<file path="src/p8e0_pkg.sv">
package p8e0_pkg;

    // ~~~~~~~~~~~~~~~~~~~~~~~~~~~~~~~~~~~~~~~~~~~~~~~~~
    // Opcodes and pipeline transfer types.
    // ~~~~~~~~~~~~~~~~~~~~~~~~~~~~~~~~~~~~~~~~~~~~~~~~~
    typedef enum logic [1:0] {
        OP_ADD = 2'd0,
        OP_SUB = 2'd1,
        OP_MUL = 2'd2
    } p8e0_op_e;

    typedef struct packed {
        p8e0_op_e   opcode;
        logic [7:0] a;
        logic [7:0] b;
    } p8e0_req_t;

    typedef struct packed {
        logic [7:0] z;
        logic       is_nar;
    } p8e0_rsp_t;

    localparam logic [7:0] P8_NAR    = 8'h80;
    localparam logic [7:0] P8_MAXPOS = 8'h7F; // 64.
    localparam logic [7:0] P8_MINPOS = 8'h01; // 1/64.

    // ~~~~~~~~~~~~~~~~~~~~~~~~~~~~~~~~~~~~~~~~~~~~~~~~~
    // Posit helpers.
    // ~~~~~~~~~~~~~~~~~~~~~~~~~~~~~~~~~~~~~~~~~~~~~~~~~
    function automatic logic [7:0] p8_c2(input logic [7:0] x);
        return 8'(~x + 8'd1);
    endfunction

    // Positive non-zero posit in, {k[3:0], 1.fffffff} out.
    function automatic logic [11:0] p8_decode(input logic [7:0] p);
        logic              run_bit;
        logic [2:0]        run_len;
        logic [6:0]        frac;
        logic signed [3:0] k;
        run_bit = p[6];
        run_len = 3'd0;
        for (int i = 6; i >= 0; i--) begin
            if (p[i] == run_bit && int'(run_len) == 6 - i) begin
                run_len = 3'(7 - i);
            end
        end
        frac = p[6:0] << (4'(run_len) + 4'd1); // Drop regime and terminator.
        k    = run_bit ? $signed({1'b0, run_len}) - 4'sd1 : -$signed({1'b0, run_len});
        return {k, 1'b1, frac};
    endfunction

    // Hidden bit in frac[15], lowest bit carries sticky. Returns a positive pattern.
    function automatic logic [7:0] p8_encode(input logic signed [5:0] k,
                                             input logic [15:0]       frac);
        logic [3:0]  reg_len;
        logic [6:0]  reg_bits;
        logic [21:0] u;
        logic [6:0]  mag;
        logic        round_bit;
        logic        sticky;
        if (k > 6'sd5) begin
            return P8_MAXPOS;
        end
        if (k < -6'sd6) begin
            return P8_MINPOS;
        end
        if (k >= 6'sd0) begin
            reg_len  = 4'(k) + 4'd2;
            reg_bits = 7'((8'd1 << (k + 6'sd2)) - 8'd2); // Ones then a zero.
        end else begin
            reg_len  = 4'(6'sd1 - k);
            reg_bits = 7'd1;
        end
        u         = (22'(reg_bits) << 15) | 22'(frac[14:0]);
        mag       = 7'(u >> (reg_len + 4'd8));
        round_bit = u[reg_len + 4'd7];
        sticky    = (u & ((22'd1 << (reg_len + 4'd7)) - 22'd1)) != 22'd0;
        if (round_bit && (sticky || mag[0])) begin
            mag = mag + 7'd1;
        end
        return {1'b0, mag};
    endfunction

endpackage

</file>
<file path="src/p8e0_add.sv">
`timescale 1ns/1ps

module p8e0_add
    import p8e0_pkg::*;
(
    input  logic [7:0] a,
    input  logic [7:0] b,
    output logic [7:0] z,
    output logic       is_nar
);

    logic [7:0]        mag_a;
    logic [7:0]        mag_b;
    logic [7:0]        mag_big;
    logic [7:0]        mag_small;
    logic              sign_z;
    logic signed [3:0] k_big;
    logic signed [3:0] k_small;
    logic [7:0]        f_big;
    logic [7:0]        f_small;
    logic [3:0]        shift;
    logic [23:0]       big_w;
    logic [23:0]       small_w;
    logic [23:0]       sum;
    logic [4:0]        lead;
    logic [23:0]       norm;
    logic signed [5:0] k_z;
    logic [15:0]       frac_z;
    logic [7:0]        mag_z;

    assign mag_a = a[7] ? p8_c2(a) : a;
    assign mag_b = b[7] ? p8_c2(b) : b;

    // ~~~~~~~~~~~~~~~~~~~~~~~~~~~~~~~~~~~~~~~~~~~~~~~~~
    // Align, add or subtract, normalize.
    // ~~~~~~~~~~~~~~~~~~~~~~~~~~~~~~~~~~~~~~~~~~~~~~~~~
    always_comb begin
        // Positive patterns order like their values.
        if (mag_a >= mag_b) begin
            mag_big   = mag_a;
            mag_small = mag_b;
            sign_z    = a[7];
        end else begin
            mag_big   = mag_b;
            mag_small = mag_a;
            sign_z    = b[7];
        end

        {k_big, f_big}     = p8_decode(mag_big);
        {k_small, f_small} = p8_decode(mag_small);
        shift              = 4'(k_big - k_small); // At most 12.

        // Fifteen spare bits keep the aligned operand exact.
        big_w   = {1'b0, f_big, 15'd0};
        small_w = {1'b0, f_small, 15'd0} >> shift;
        sum     = (a[7] == b[7]) ? big_w + small_w : big_w - small_w;

        lead = 5'd0;
        for (int i = 0; i < 24; i++) begin
            if (sum[i]) begin
                lead = 5'(i);
            end
        end

        norm   = sum << (5'd23 - lead);
        frac_z = {norm[23:9], norm[8] | (|norm[7:0])}; // Sticky in bit 0.
        k_z    = 6'(k_big) + $signed({1'b0, lead}) - 6'sd22;
        mag_z  = p8_encode(k_z, frac_z);
    end

    always_comb begin
        if (a == P8_NAR || b == P8_NAR) begin
            z = P8_NAR;
        end else if (a == 8'd0) begin
            z = b;
        end else if (b == 8'd0) begin
            z = a;
        end else if (a[7] != b[7] && mag_a == mag_b) begin
            z = 8'd0; // Exact cancellation.
        end else begin
            z = sign_z ? p8_c2(mag_z) : mag_z;
        end
    end

    assign is_nar = (z == P8_NAR);

endmodule

</file>
<file path="src/p8e0_mul.sv">
`timescale 1ns/1ps

module p8e0_mul
    import p8e0_pkg::*;
(
    input  logic [7:0] a,
    input  logic [7:0] b,
    output logic [7:0] z
);

    logic              sign_z;
    logic [7:0]        mag_a;
    logic [7:0]        mag_b;
    logic signed [3:0] k_a;
    logic signed [3:0] k_b;
    logic [7:0]        f_a;
    logic [7:0]        f_b;
    logic [15:0]       prod;
    logic signed [5:0] k_z;
    logic [15:0]       frac_z;
    logic [7:0]        mag_z;

    assign sign_z = a[7] ^ b[7];
    assign mag_a  = a[7] ? p8_c2(a) : a;
    assign mag_b  = b[7] ? p8_c2(b) : b;

    always_comb begin
        {k_a, f_a} = p8_decode(mag_a);
        {k_b, f_b} = p8_decode(mag_b);
        prod       = f_a * f_b; // 2.14 fixed point, always exact.

        // Product lies in [1, 4).
        if (prod[15]) begin
            k_z    = 6'(k_a) + 6'(k_b) + 6'sd1;
            frac_z = prod;
        end else begin
            k_z    = 6'(k_a) + 6'(k_b);
            frac_z = {prod[14:0], 1'b0};
        end
        mag_z = p8_encode(k_z, frac_z);
    end

    always_comb begin
        if (a == P8_NAR || b == P8_NAR) begin
            z = P8_NAR;
        end else if (a == 8'd0 || b == 8'd0) begin
            z = 8'd0;
        end else begin
            z = sign_z ? p8_c2(mag_z) : mag_z;
        end
    end

endmodule

</file>
<file path="src/p8e0_alu.sv">
`timescale 1ns/1ps

module p8e0_alu
    import p8e0_pkg::*;
(
    input  logic      clk,
    input  logic      arst_n,
    input  logic      req_valid,
    input  p8e0_req_t req,
    output logic      rsp_valid,
    output p8e0_rsp_t rsp
);

    logic       s1_valid;
    p8e0_req_t  s1_req;
    logic [7:0] add_z;
    logic       add_nar;
    logic [7:0] mul_z;
    p8e0_rsp_t  s2_sel;

    // ~~~~~~~~~~~~~~~~~~~~~~~~~~~~~~~~~~~~~~~~~~~~~~~~~
    // Stage 1. Capture the request.
    // ~~~~~~~~~~~~~~~~~~~~~~~~~~~~~~~~~~~~~~~~~~~~~~~~~
    always_ff @(posedge clk or negedge arst_n) begin
        if (!arst_n) begin
            s1_valid <= 1'b0;
        end else begin
            s1_valid <= req_valid;
        end
    end

    always_ff @(posedge clk) begin
        if (req_valid) begin
            s1_req.opcode <= req.opcode;
            s1_req.a      <= req.a;
            // Subtract is add of -b. NaR negates to itself.
            s1_req.b      <= (req.opcode == OP_SUB) ? p8_c2(req.b) : req.b;
        end
    end

    p8e0_add add_i (
        .a      (s1_req.a),
        .b      (s1_req.b),
        .z      (add_z),
        .is_nar (add_nar)
    );

    p8e0_mul mul_i (
        .a (s1_req.a),
        .b (s1_req.b),
        .z (mul_z)
    );

    // ~~~~~~~~~~~~~~~~~~~~~~~~~~~~~~~~~~~~~~~~~~~~~~~~~
    // Stage 2. Select and register the result.
    // ~~~~~~~~~~~~~~~~~~~~~~~~~~~~~~~~~~~~~~~~~~~~~~~~~
    always_comb begin
        if (s1_req.opcode == OP_MUL) begin
            s2_sel.z      = mul_z;
            s2_sel.is_nar = (mul_z == P8_NAR);
        end else begin
            s2_sel.z      = add_z;
            s2_sel.is_nar = add_nar;
        end
    end

    always_ff @(posedge clk or negedge arst_n) begin
        if (!arst_n) begin
            rsp_valid <= 1'b0;
        end else begin
            rsp_valid <= s1_valid;
        end
    end

    always_ff @(posedge clk) begin
        if (s1_valid) begin
            rsp <= s2_sel;
        end
    end

endmodule

</file>
<file path="src/p8e0_axil_regs.sv">
`timescale 1ns/1ps

module p8e0_axil_regs
    import p8e0_pkg::*;
#(
    parameter int ADDR_W = 4
) (
    input  logic              clk,
    input  logic              arst_n,
    input  logic [ADDR_W-1:0] awaddr,
    input  logic              awvalid,
    output logic              awready,
    input  logic [31:0]       wdata,
    input  logic              wvalid,
    output logic              wready,
    output logic [1:0]        bresp,
    output logic              bvalid,
    input  logic              bready,
    input  logic [ADDR_W-1:0] araddr,
    input  logic              arvalid,
    output logic              arready,
    output logic [31:0]       rdata,
    output logic [1:0]        rresp,
    output logic              rvalid,
    input  logic              rready,
    output logic              req_valid,
    output p8e0_req_t         req,
    input  logic              rsp_valid,
    input  p8e0_rsp_t         rsp
);

    localparam logic [ADDR_W-1:0] REG_OPERANDS = 'h0;
    localparam logic [ADDR_W-1:0] REG_CTRL     = 'h4;
    localparam logic [ADDR_W-1:0] REG_STATUS   = 'h8;
    localparam logic [ADDR_W-1:0] REG_RESULT   = 'hC;

    localparam logic [1:0] RESP_OKAY   = 2'b00;
    localparam logic [1:0] RESP_SLVERR = 2'b10;

    logic        wr_en;
    logic        rd_en;
    logic        launch;
    logic [1:0]  inflight;
    logic [1:0]  inflight_nxt;
    logic        done;
    logic        busy;
    p8e0_rsp_t   result;
    logic [31:0] rd_data;
    logic [1:0]  rd_resp;

    assign wr_en  = awvalid && awready && wvalid && wready;
    assign rd_en  = arvalid && arready;
    assign launch = wr_en && (awaddr == REG_CTRL) && (wdata[1:0] != 2'd3);
    assign busy   = (inflight != 2'd0);

    // ~~~~~~~~~~~~~~~~~~~~~~~~~~~~~~~~~~~~~~~~~~~~~~~~~
    // Write channels.
    // ~~~~~~~~~~~~~~~~~~~~~~~~~~~~~~~~~~~~~~~~~~~~~~~~~
    always_ff @(posedge clk or negedge arst_n) begin
        if (!arst_n) begin
            awready <= 1'b0;
            wready  <= 1'b0;
            bvalid  <= 1'b0;
            bresp   <= RESP_OKAY;
        end else begin
            // One-cycle ready pulse, held off while a response waits.
            awready <= awvalid && wvalid && !bvalid && !awready;
            wready  <= awvalid && wvalid && !bvalid && !awready;
            if (wr_en) begin
                bvalid <= 1'b1;
                bresp  <= (awaddr == REG_OPERANDS || launch) ? RESP_OKAY : RESP_SLVERR;
            end else if (bready) begin
                bvalid <= 1'b0;
            end
        end
    end

    // Operands are kept directly in the request register.
    always_ff @(posedge clk or negedge arst_n) begin
        if (!arst_n) begin
            req       <= '0;
            req_valid <= 1'b0;
        end else begin
            req_valid <= launch;
            if (wr_en && awaddr == REG_OPERANDS) begin
                req.a <= wdata[7:0];
                req.b <= wdata[15:8];
            end
            if (launch) begin
                req.opcode <= p8e0_op_e'(wdata[1:0]);
            end
        end
    end

    // ~~~~~~~~~~~~~~~~~~~~~~~~~~~~~~~~~~~~~~~~~~~~~~~~~
    // Status and result.
    // ~~~~~~~~~~~~~~~~~~~~~~~~~~~~~~~~~~~~~~~~~~~~~~~~~
    always_comb begin
        inflight_nxt = inflight;
        if (launch) begin
            inflight_nxt = inflight_nxt + 2'd1;
        end
        if (rsp_valid) begin
            inflight_nxt = inflight_nxt - 2'd1;
        end
    end

    always_ff @(posedge clk or negedge arst_n) begin
        if (!arst_n) begin
            inflight <= 2'd0;
            done     <= 1'b0;
            result   <= '0;
        end else begin
            inflight <= inflight_nxt;
            if (launch) begin
                done <= 1'b0;
            end else if (rsp_valid && inflight_nxt == 2'd0) begin
                done <= 1'b1; // Last one out.
            end
            if (rsp_valid) begin
                result <= rsp;
            end
        end
    end

    // ~~~~~~~~~~~~~~~~~~~~~~~~~~~~~~~~~~~~~~~~~~~~~~~~~
    // Read channel.
    // ~~~~~~~~~~~~~~~~~~~~~~~~~~~~~~~~~~~~~~~~~~~~~~~~~
    always_comb begin
        rd_data = 32'd0;
        rd_resp = RESP_OKAY;
        case (araddr)
            REG_OPERANDS: rd_data = {16'd0, req.b, req.a};
            REG_STATUS:   rd_data = {30'd0, busy, done};
            REG_RESULT:   rd_data = {23'd0, result.is_nar, result.z};
            default:      rd_resp = RESP_SLVERR; // CTRL is write-only.
        endcase
    end

    always_ff @(posedge clk or negedge arst_n) begin
        if (!arst_n) begin
            arready <= 1'b0;
            rvalid  <= 1'b0;
            rdata   <= 32'd0;
            rresp   <= RESP_OKAY;
        end else begin
            arready <= arvalid && !rvalid && !arready;
            if (rd_en) begin
                rvalid <= 1'b1;
                rdata  <= rd_data;
                rresp  <= rd_resp;
            end else if (rready) begin
                rvalid <= 1'b0;
            end
        end
    end

endmodule

</file>
<file path="src/p8e0_top.sv">
`timescale 1ns/1ps

module p8e0_top
    import p8e0_pkg::*;
#(
    parameter int ADDR_W = 4
) (
    input  logic              clk,
    input  logic              arst_n,
    input  logic [ADDR_W-1:0] awaddr,
    input  logic              awvalid,
    output logic              awready,
    input  logic [31:0]       wdata,
    input  logic              wvalid,
    output logic              wready,
    output logic [1:0]        bresp,
    output logic              bvalid,
    input  logic              bready,
    input  logic [ADDR_W-1:0] araddr,
    input  logic              arvalid,
    output logic              arready,
    output logic [31:0]       rdata,
    output logic [1:0]        rresp,
    output logic              rvalid,
    input  logic              rready
);

    logic      req_valid;
    p8e0_req_t req;
    logic      rsp_valid;
    p8e0_rsp_t rsp;

    p8e0_axil_regs #(
        .ADDR_W (ADDR_W)
    ) regs_i (
        .clk       (clk),
        .arst_n    (arst_n),
        .awaddr    (awaddr),
        .awvalid   (awvalid),
        .awready   (awready),
        .wdata     (wdata),
        .wvalid    (wvalid),
        .wready    (wready),
        .bresp     (bresp),
        .bvalid    (bvalid),
        .bready    (bready),
        .araddr    (araddr),
        .arvalid   (arvalid),
        .arready   (arready),
        .rdata     (rdata),
        .rresp     (rresp),
        .rvalid    (rvalid),
        .rready    (rready),
        .req_valid (req_valid),
        .req       (req),
        .rsp_valid (rsp_valid),
        .rsp       (rsp)
    );

    p8e0_alu alu_i (
        .clk       (clk),
        .arst_n    (arst_n),
        .req_valid (req_valid),
        .req       (req),
        .rsp_valid (rsp_valid),
        .rsp       (rsp)
    );

endmodule

</file>
<file path="config.mk">
export PLATFORM = sky130hd
export DESIGN_NAME = p8e0_top
export DESIGN_NICKNAME = d
export VERILOG_FILES = /design/src/p8e0_pkg.sv /design/src/p8e0_add.sv /design/src/p8e0_mul.sv /design/src/p8e0_alu.sv /design/src/p8e0_axil_regs.sv /design/src/p8e0_top.sv
export SDC_FILE = /design/constraint.sdc
export NUM_CORES = 1
export LEC_CHECK = 0
export BUFFER_PORTS_ARGS = -buffer_cell sky130_fd_sc_hd__clkbuf_2
export CAP_MARGIN = 20
export CORE_MARGIN = 3
export CORE_UTILIZATION = 45
export DETAILED_ROUTE_END_ITERATION = 7
export GPL_ROUTABILITY_DRIVEN = 1
export PLACE_DENSITY = 0.59
export SLEW_MARGIN = 40
export SYNTH_ARGS = -nofsm -noshare
export SYNTH_HDL_FRONTEND = slang
export SYNTH_HIERARCHICAL = 1
export SYNTH_SLANG_ARGS = --single-unit
</file>
<file path="constraint.sdc">
create_clock -name clk -period 53.2 [get_ports clk]
set_input_delay 2.66 -clock clk [delete_from_list [all_inputs] [get_ports clk]]
set_output_delay 2.66 -clock clk [all_outputs]
set_load 0.05 [all_outputs]
</file>
# Word level (Yosys, flattened, before mapping)
# Cells that the tools add are included.
# totals
regBits,100
inputBits,47
word_cells,325
# op_classes
n_addsub,43
multipliers,1
order_cmp,9
n_eq_ne,57
shifts,12
mux,112
bitwise,11
reduce_logical,58
# op_table
cell,n
8-bit two-way mux,19
5-bit two-way mux,22
7-bit two-way mux,10
3-bit two-way mux,18
16-bit case mux with 3 select lines,1
22-bit bitwise AND,2
22-bit by 15-bit bitwise OR with 22-bit output,2
22-bit nonzero test,2
"1-bit by 4-bit left shift with 22-bit output, first input constant",2
22-bit by 4-bit right shift with 7-bit output,2
"22-bit by 1-bit subtractor with 22-bit output, second input constant",2
"8-bit by 1-bit adder with 8-bit output, second input constant",5
4-bit two-way mux,10
8-bit NOT,5
"3-bit equality test, second input constant",12
1-bit logical AND,36
"8-bit equality test, second input constant",4
7-bit by 4-bit left shift with 7-bit output,4
1-bit equality test,25
23-bit by 24-bit adder with 24-bit output,1
24-bit two-way mux,1
24-bit by 5-bit left shift with 23-bit output,1
23-bit by 4-bit right shift with 24-bit output,1
23-bit by 24-bit subtractor with 24-bit output,1
other kinds (49),115

# Depth between registers and ports, before layout
# logic_depth
depth_word,77
depth_mapped,89
mapped_depth_nobuf,80

# Cells and area by module
# The synthesis kept the hierarchy.
# by_module_without_submodules
mod,n_inst,cells_per_inst,area_per_inst_um2
p8e0_add,1,1454,9445.3
p8e0_mul,1,1029,7186.9
p8e0_axil_regs,1,183,2351.0
p8e0_alu,1,67,1166.1

# Worst setup path after synthesis
# OpenSTA, ideal clock, no wires.
# synth_path
path_kind,register to register
startpoint,"register, netlist name alu_i/s1_req[2]"
endpoint,"register, netlist name alu_i/rsp[0]"
setup_time_ns,0.152
arrival_time_ns,16.535
t_required_ns,53.048
setup_slack_ns,36.513
path_stages_with_launch,79
cell_sequence,edfxtp_1 -> buf_2 -> or4_1 -> or4_1 -> ha_1 -> and3_1 -> nand3_1 -> o211ai_4 -> buf_4 -> buf_2 -> buf_1 -> nor2_1 -> a21oi_1 -> clkbuf_1 -> nor2_1 -> o21ai_1 -> inv_1 -> ha_1 -> [... 43 more ...] -> a21oi_1 -> a21oi_1 -> o41ai_1 -> a221oi_1 -> o2111ai_1 -> nor4_1 -> and4_1 -> nor3b_2 -> nor3_1 -> a311oi_1 -> ha_1 -> nand3_1 -> or4_1 -> o41ai_1 -> nor3_1 -> nor4b_2 -> inv_1 -> o21ai_0

==> qor.yml <==
sta:
  finalSetupTns_ns: 0
  min_period_ns: 20.29
  drv_slew: 0
  holdWs_ns: 0.4628
  clock.fmax_mhz: 49.29
  fin_skew_ns: 0.009650
  finalSetupViolCount: 0
  tightest_slew_ns: 0.8565
  fin_crit_sh_pct: 38.13
  rsz0062_at_grt: "no"
  slew-limit-headroom_pct: 41.27
  hold_viol_final: 0
finish:
  antenna_cells: 0
  final_nets: 2890
  multi_input_area_sq_um: 16720
  drive_gt1_share_pct: 12.08
  fill_cells: 4404
  instances_no_fill: 3283
  area_growth_syn_to_layout_pct: 5.023
  final-seq-area_sq_um: 2187
  fin_util_pct: 48.48
pwr:
  p_comb_share_pct: 65.4
  p_sw_uw: 193.3
  clkPwrFrac_pct: 16.1
  finalPower_uw: 387.5
  ir_worst_vdd_v: 0.00002579
  leakage_uw: 0.008754
  power_frac_seq_pct: 18.5
  power_density_nw_per_um2: 18.31
  p_int_uw: 194.2
  netSwitchingFraction_pct: 49.88
detailed_routing:
  wl_per_cell_um: 20.58
  vias: 21610
  drt_iter0_drc: 2419
  wl_met3_mm: 4.698
  firstDrtPassIters: 6
  highest_layer: "met4"
  met1Wirelength_mm: 31.56
  viasPerCell: 6.583
  drc: 0
  met2_length_mm: 29.59
  finalWirelength_mm: 67.56
  ant_nets: 0
floorplan:
  die_h_um: 217.6
  die_w_um: 217.6
  initial_core_util_pct: 46.16
  die_area_sq_um: 47350
  ioPinCount: 88
  core_area_sq_um: 43650
  rows: 76
synth:
  synth_seq_cells: 82
  avgSynthCellArea_sq_um: 7.373
  ys.flop_type: "dfrtp_1"
  synth_compound_area_share_pct: 31.55
  synth.area.mux_share_pct: 8.116
  yosys.area.top_type: "dfrtp_1"
  yosysTopAreaCellShare_pct: 6.831
  synth_area_leaders: "dfrtp_1 (6.8%), ha_1 (6.8%), nor2_1 (4.9%)"
  synthCells: 2733
  synth_area_sq_um: 20150
  synth_cell_types: 147
  synth_simple_gate_area_share_pct: 26.40
  synth-edff-count: 27
  yosys_warnings: 6
  synthXorXnorAreaFrac_pct: 5.048
  synthAdderAreaFrac_pct: 10.90
  synth_top_family_by_area: "compound AO/OA/AOI/OAI gates"
  synthArstFlopShare_pct: 67.07
  ys_seq_area_share_pct: 10.85
worst_setup_path:
  crit_path_end_kind: "flip-flop"
  reg2reg_setup_slack_ns: 32.91
  worstReg2RegEnd: "alu_i/rsp[0]$_DFFE_PP_"
  cp-startpoint: "alu_i/s1_req[0]$_DFFE_PP_"
  worst_path_most_repeated_cell: "ha_1"
  reg2reg_depth: 79
  required_ns: 53.37
  worst_path_max_delay_cell: "edfxtp_1"
  worstPathArrival_ns: 20.46
  critical-path-max-stage-delay_ns: 0.84
  start_kind: "flip-flop"
  crit_type: "flip-flop to flip-flop"
  r2r-start: "alu_i/s1_req[0]$_DFFE_PP_"
  cp_max_fo: 37
clocking:
  post_cts_resized: 0
  ctsHoldBuffers: 0
  clock_sink_count: 82
  htree_levels: 3
  clk_pin_slew_ns: 0.07
  clock_latency_ns: 0.34
  root_buffer: "clkbuf_16"
  tritoncts.num_buffers: 9
  cts.path.max_buffers: 2
  cts_tree: "yes"
  post_cts_buffers: 0
global_routing:
  grt_overflow: 0
  grt_max_degree: 56
  first_global_vias: 19710
  grt_pass1_wl_mm: 107.9
  track_usage_pct: 27.29
  grt_antenna_before_repair: 0
hold_path:
  worstHoldStart: "regs_i/rvalid$_DFFE_PN0P_"
  hp-class: "flip-flop to flip-flop"
  min_delay_path_depth: 1
  holdPathEnd: "regs_i/arready$_DFF_PN0_"
place:
  dpl.hpwl_mm: 52.57
  dp_cells: 3266
  gp_congestion: 0.9394
  port_buffers: 53
status:
  status: "completed"
run:
  max-cap-violations: 0
==> per-stage QoR <==
stage | worst slack (ns) | cell area (sq um)
5_1_grt | 31.46 | 21160
4_1_cts | 33.34 | 21120
6_report | 32.91 | 21160
2_1_floorplan | 36.51 | 20210
3_3_place_gp | 33.31 | 20730
3_5_place_dp | 33.47 | 20820
==> power groups by stage <==
stage                     Combinational [uW]  Clock [uW]  Sequential, uW
after floorplan                          181           0            74.5
after detailed placement                 245           0            72.7
final                                    254        62.4            71.6
after global placement                   243           0            72.6
after global routing                     275        66.5            71.8
after CTS                                247        63.9            71.5
==> final cells by class <==
class | count | area share, %
clock buffers | 10 | 1.082
clock inverters | 6 | 0.3488
inverters | 167 | 2.974
multi-input cells | 2338 | 79.02
flip-flops and latches | 82 | 10.34
well taps | 585 | 3.459
repair buffers | 95 | 2.785
==> kinds of logic after synthesis <==
family,Yosys count
AND/OR/NAND/NOR,1041
AO/OA/AOI/OAI,875
buffers and inverters,330
adder cells (fa/ha/maj),152
multiplexers,143
XOR/XNOR,109
flip-flops,82
other,1
==> layer usage <==
metal | up-vias | global-route usage [%]
li1 | 10220 | -
met1 | 10330 | 40.48
met2 | 936 | 41.78
met3 | 128 | 3.386
met4 | 0 | 7.088
met5 | - | 0
==> registers in the layout, summed over array words and instances (netlist names) <==
name              cells
regs_i/req           18
regs_i/req_valid      1
regs_i/done           1
regs_i/rresp          1
alu_i/s1_req         18
regs_i/bvalid         1
regs_i/rdata         16
alu_i/rsp_valid       1
alu_i/rsp             9
regs_i/inflight       2
regs_i/bresp          1
regs_i/arready        1
alu_i/s1_valid        1
regs_i/rvalid         1
regs_i/wready         1
regs_i/result         9
==> synthesized netlist by cell type (21+ instances only) <==
| library cell | instances |
|---|---|
| xor2_1 | 44 |
| nor2_1 | 265 |
| o21ai_1 | 22 |
| a31oi_1 | 40 |
| nand2_1 | 262 |
| ha_1 | 110 |
| and3_1 | 26 |
| edfxtp_1 | 27 |
| a21oi_1 | 173 |
| clkbuf_1 | 90 |
| a22oi_1 | 25 |
| mux2_2 | 41 |
| mux2i_1 | 80 |
| nand2b_1 | 29 |
| nor4_1 | 25 |
| xnor2_1 | 59 |
| a221oi_1 | 21 |
| o22ai_1 | 30 |
| a211oi_1 | 46 |
| o211ai_1 | 43 |
| nor3_1 | 108 |
| fa_1 | 40 |
| buf_2 | 37 |
| dfrtp_1 | 55 |
| o21ai_0 | 139 |
| nand3_1 | 92 |
| inv_1 | 152 |
| or3_1 | 36 |
| nor2b_1 | 29 |
| buf_4 | 28 |
| nand4_1 | 26 |
==> critical path, delay by kind of cell, from the launching register on <==
family | cells | cell delay (ns)
mux | 1 | 0.52
fa+ha+maj | 10 | 3.78
simple gates | 28 | 5.98
xor+xnor | 5 | 1.83
buf+inv | 11 | 2.23
flops | 1 | 0.84
compound gates | 24 | 4.86
==> worst max path at each step <==
stage / slack, ns / end / cells past startpoint
6_report: 32.91 / alu_i/rsp[0]$_DFFE_PP_ / 79
5_1_grt: 31.46 / alu_i/rsp[0]$_DFFE_PP_ / 79
4_1_cts: 33.34 / alu_i/rsp[0]$_DFFE_PP_ / 79
3_5_place_dp: 33.47 / alu_i/rsp[0]$_DFFE_PP_ / 79
3_3_place_gp: 33.31 / alu_i/rsp[0]$_DFFE_PP_ / 79
2_1_floorplan: 36.51 / alu_i/rsp[0]$_DFFE_PP_ / 78
==> placed cells by master (no fill, tap or decap), drive strengths merged, types with 46 or more instances in the layout <==
master  netlist  layout
a21oi       178     178
ha          110     110
dfrtp        55      55
nor2        271     271
clkbuf       90      63
inv         164     167
nand3        93      93
o21ai       165     165
xnor2        63      63
a211oi       51      51
mux2         54      54
o211ai       46      46
nor3        118     118
nand2       263     263
mux2i        82      82
No activity file was read; power rests on OpenSTA's default activity.
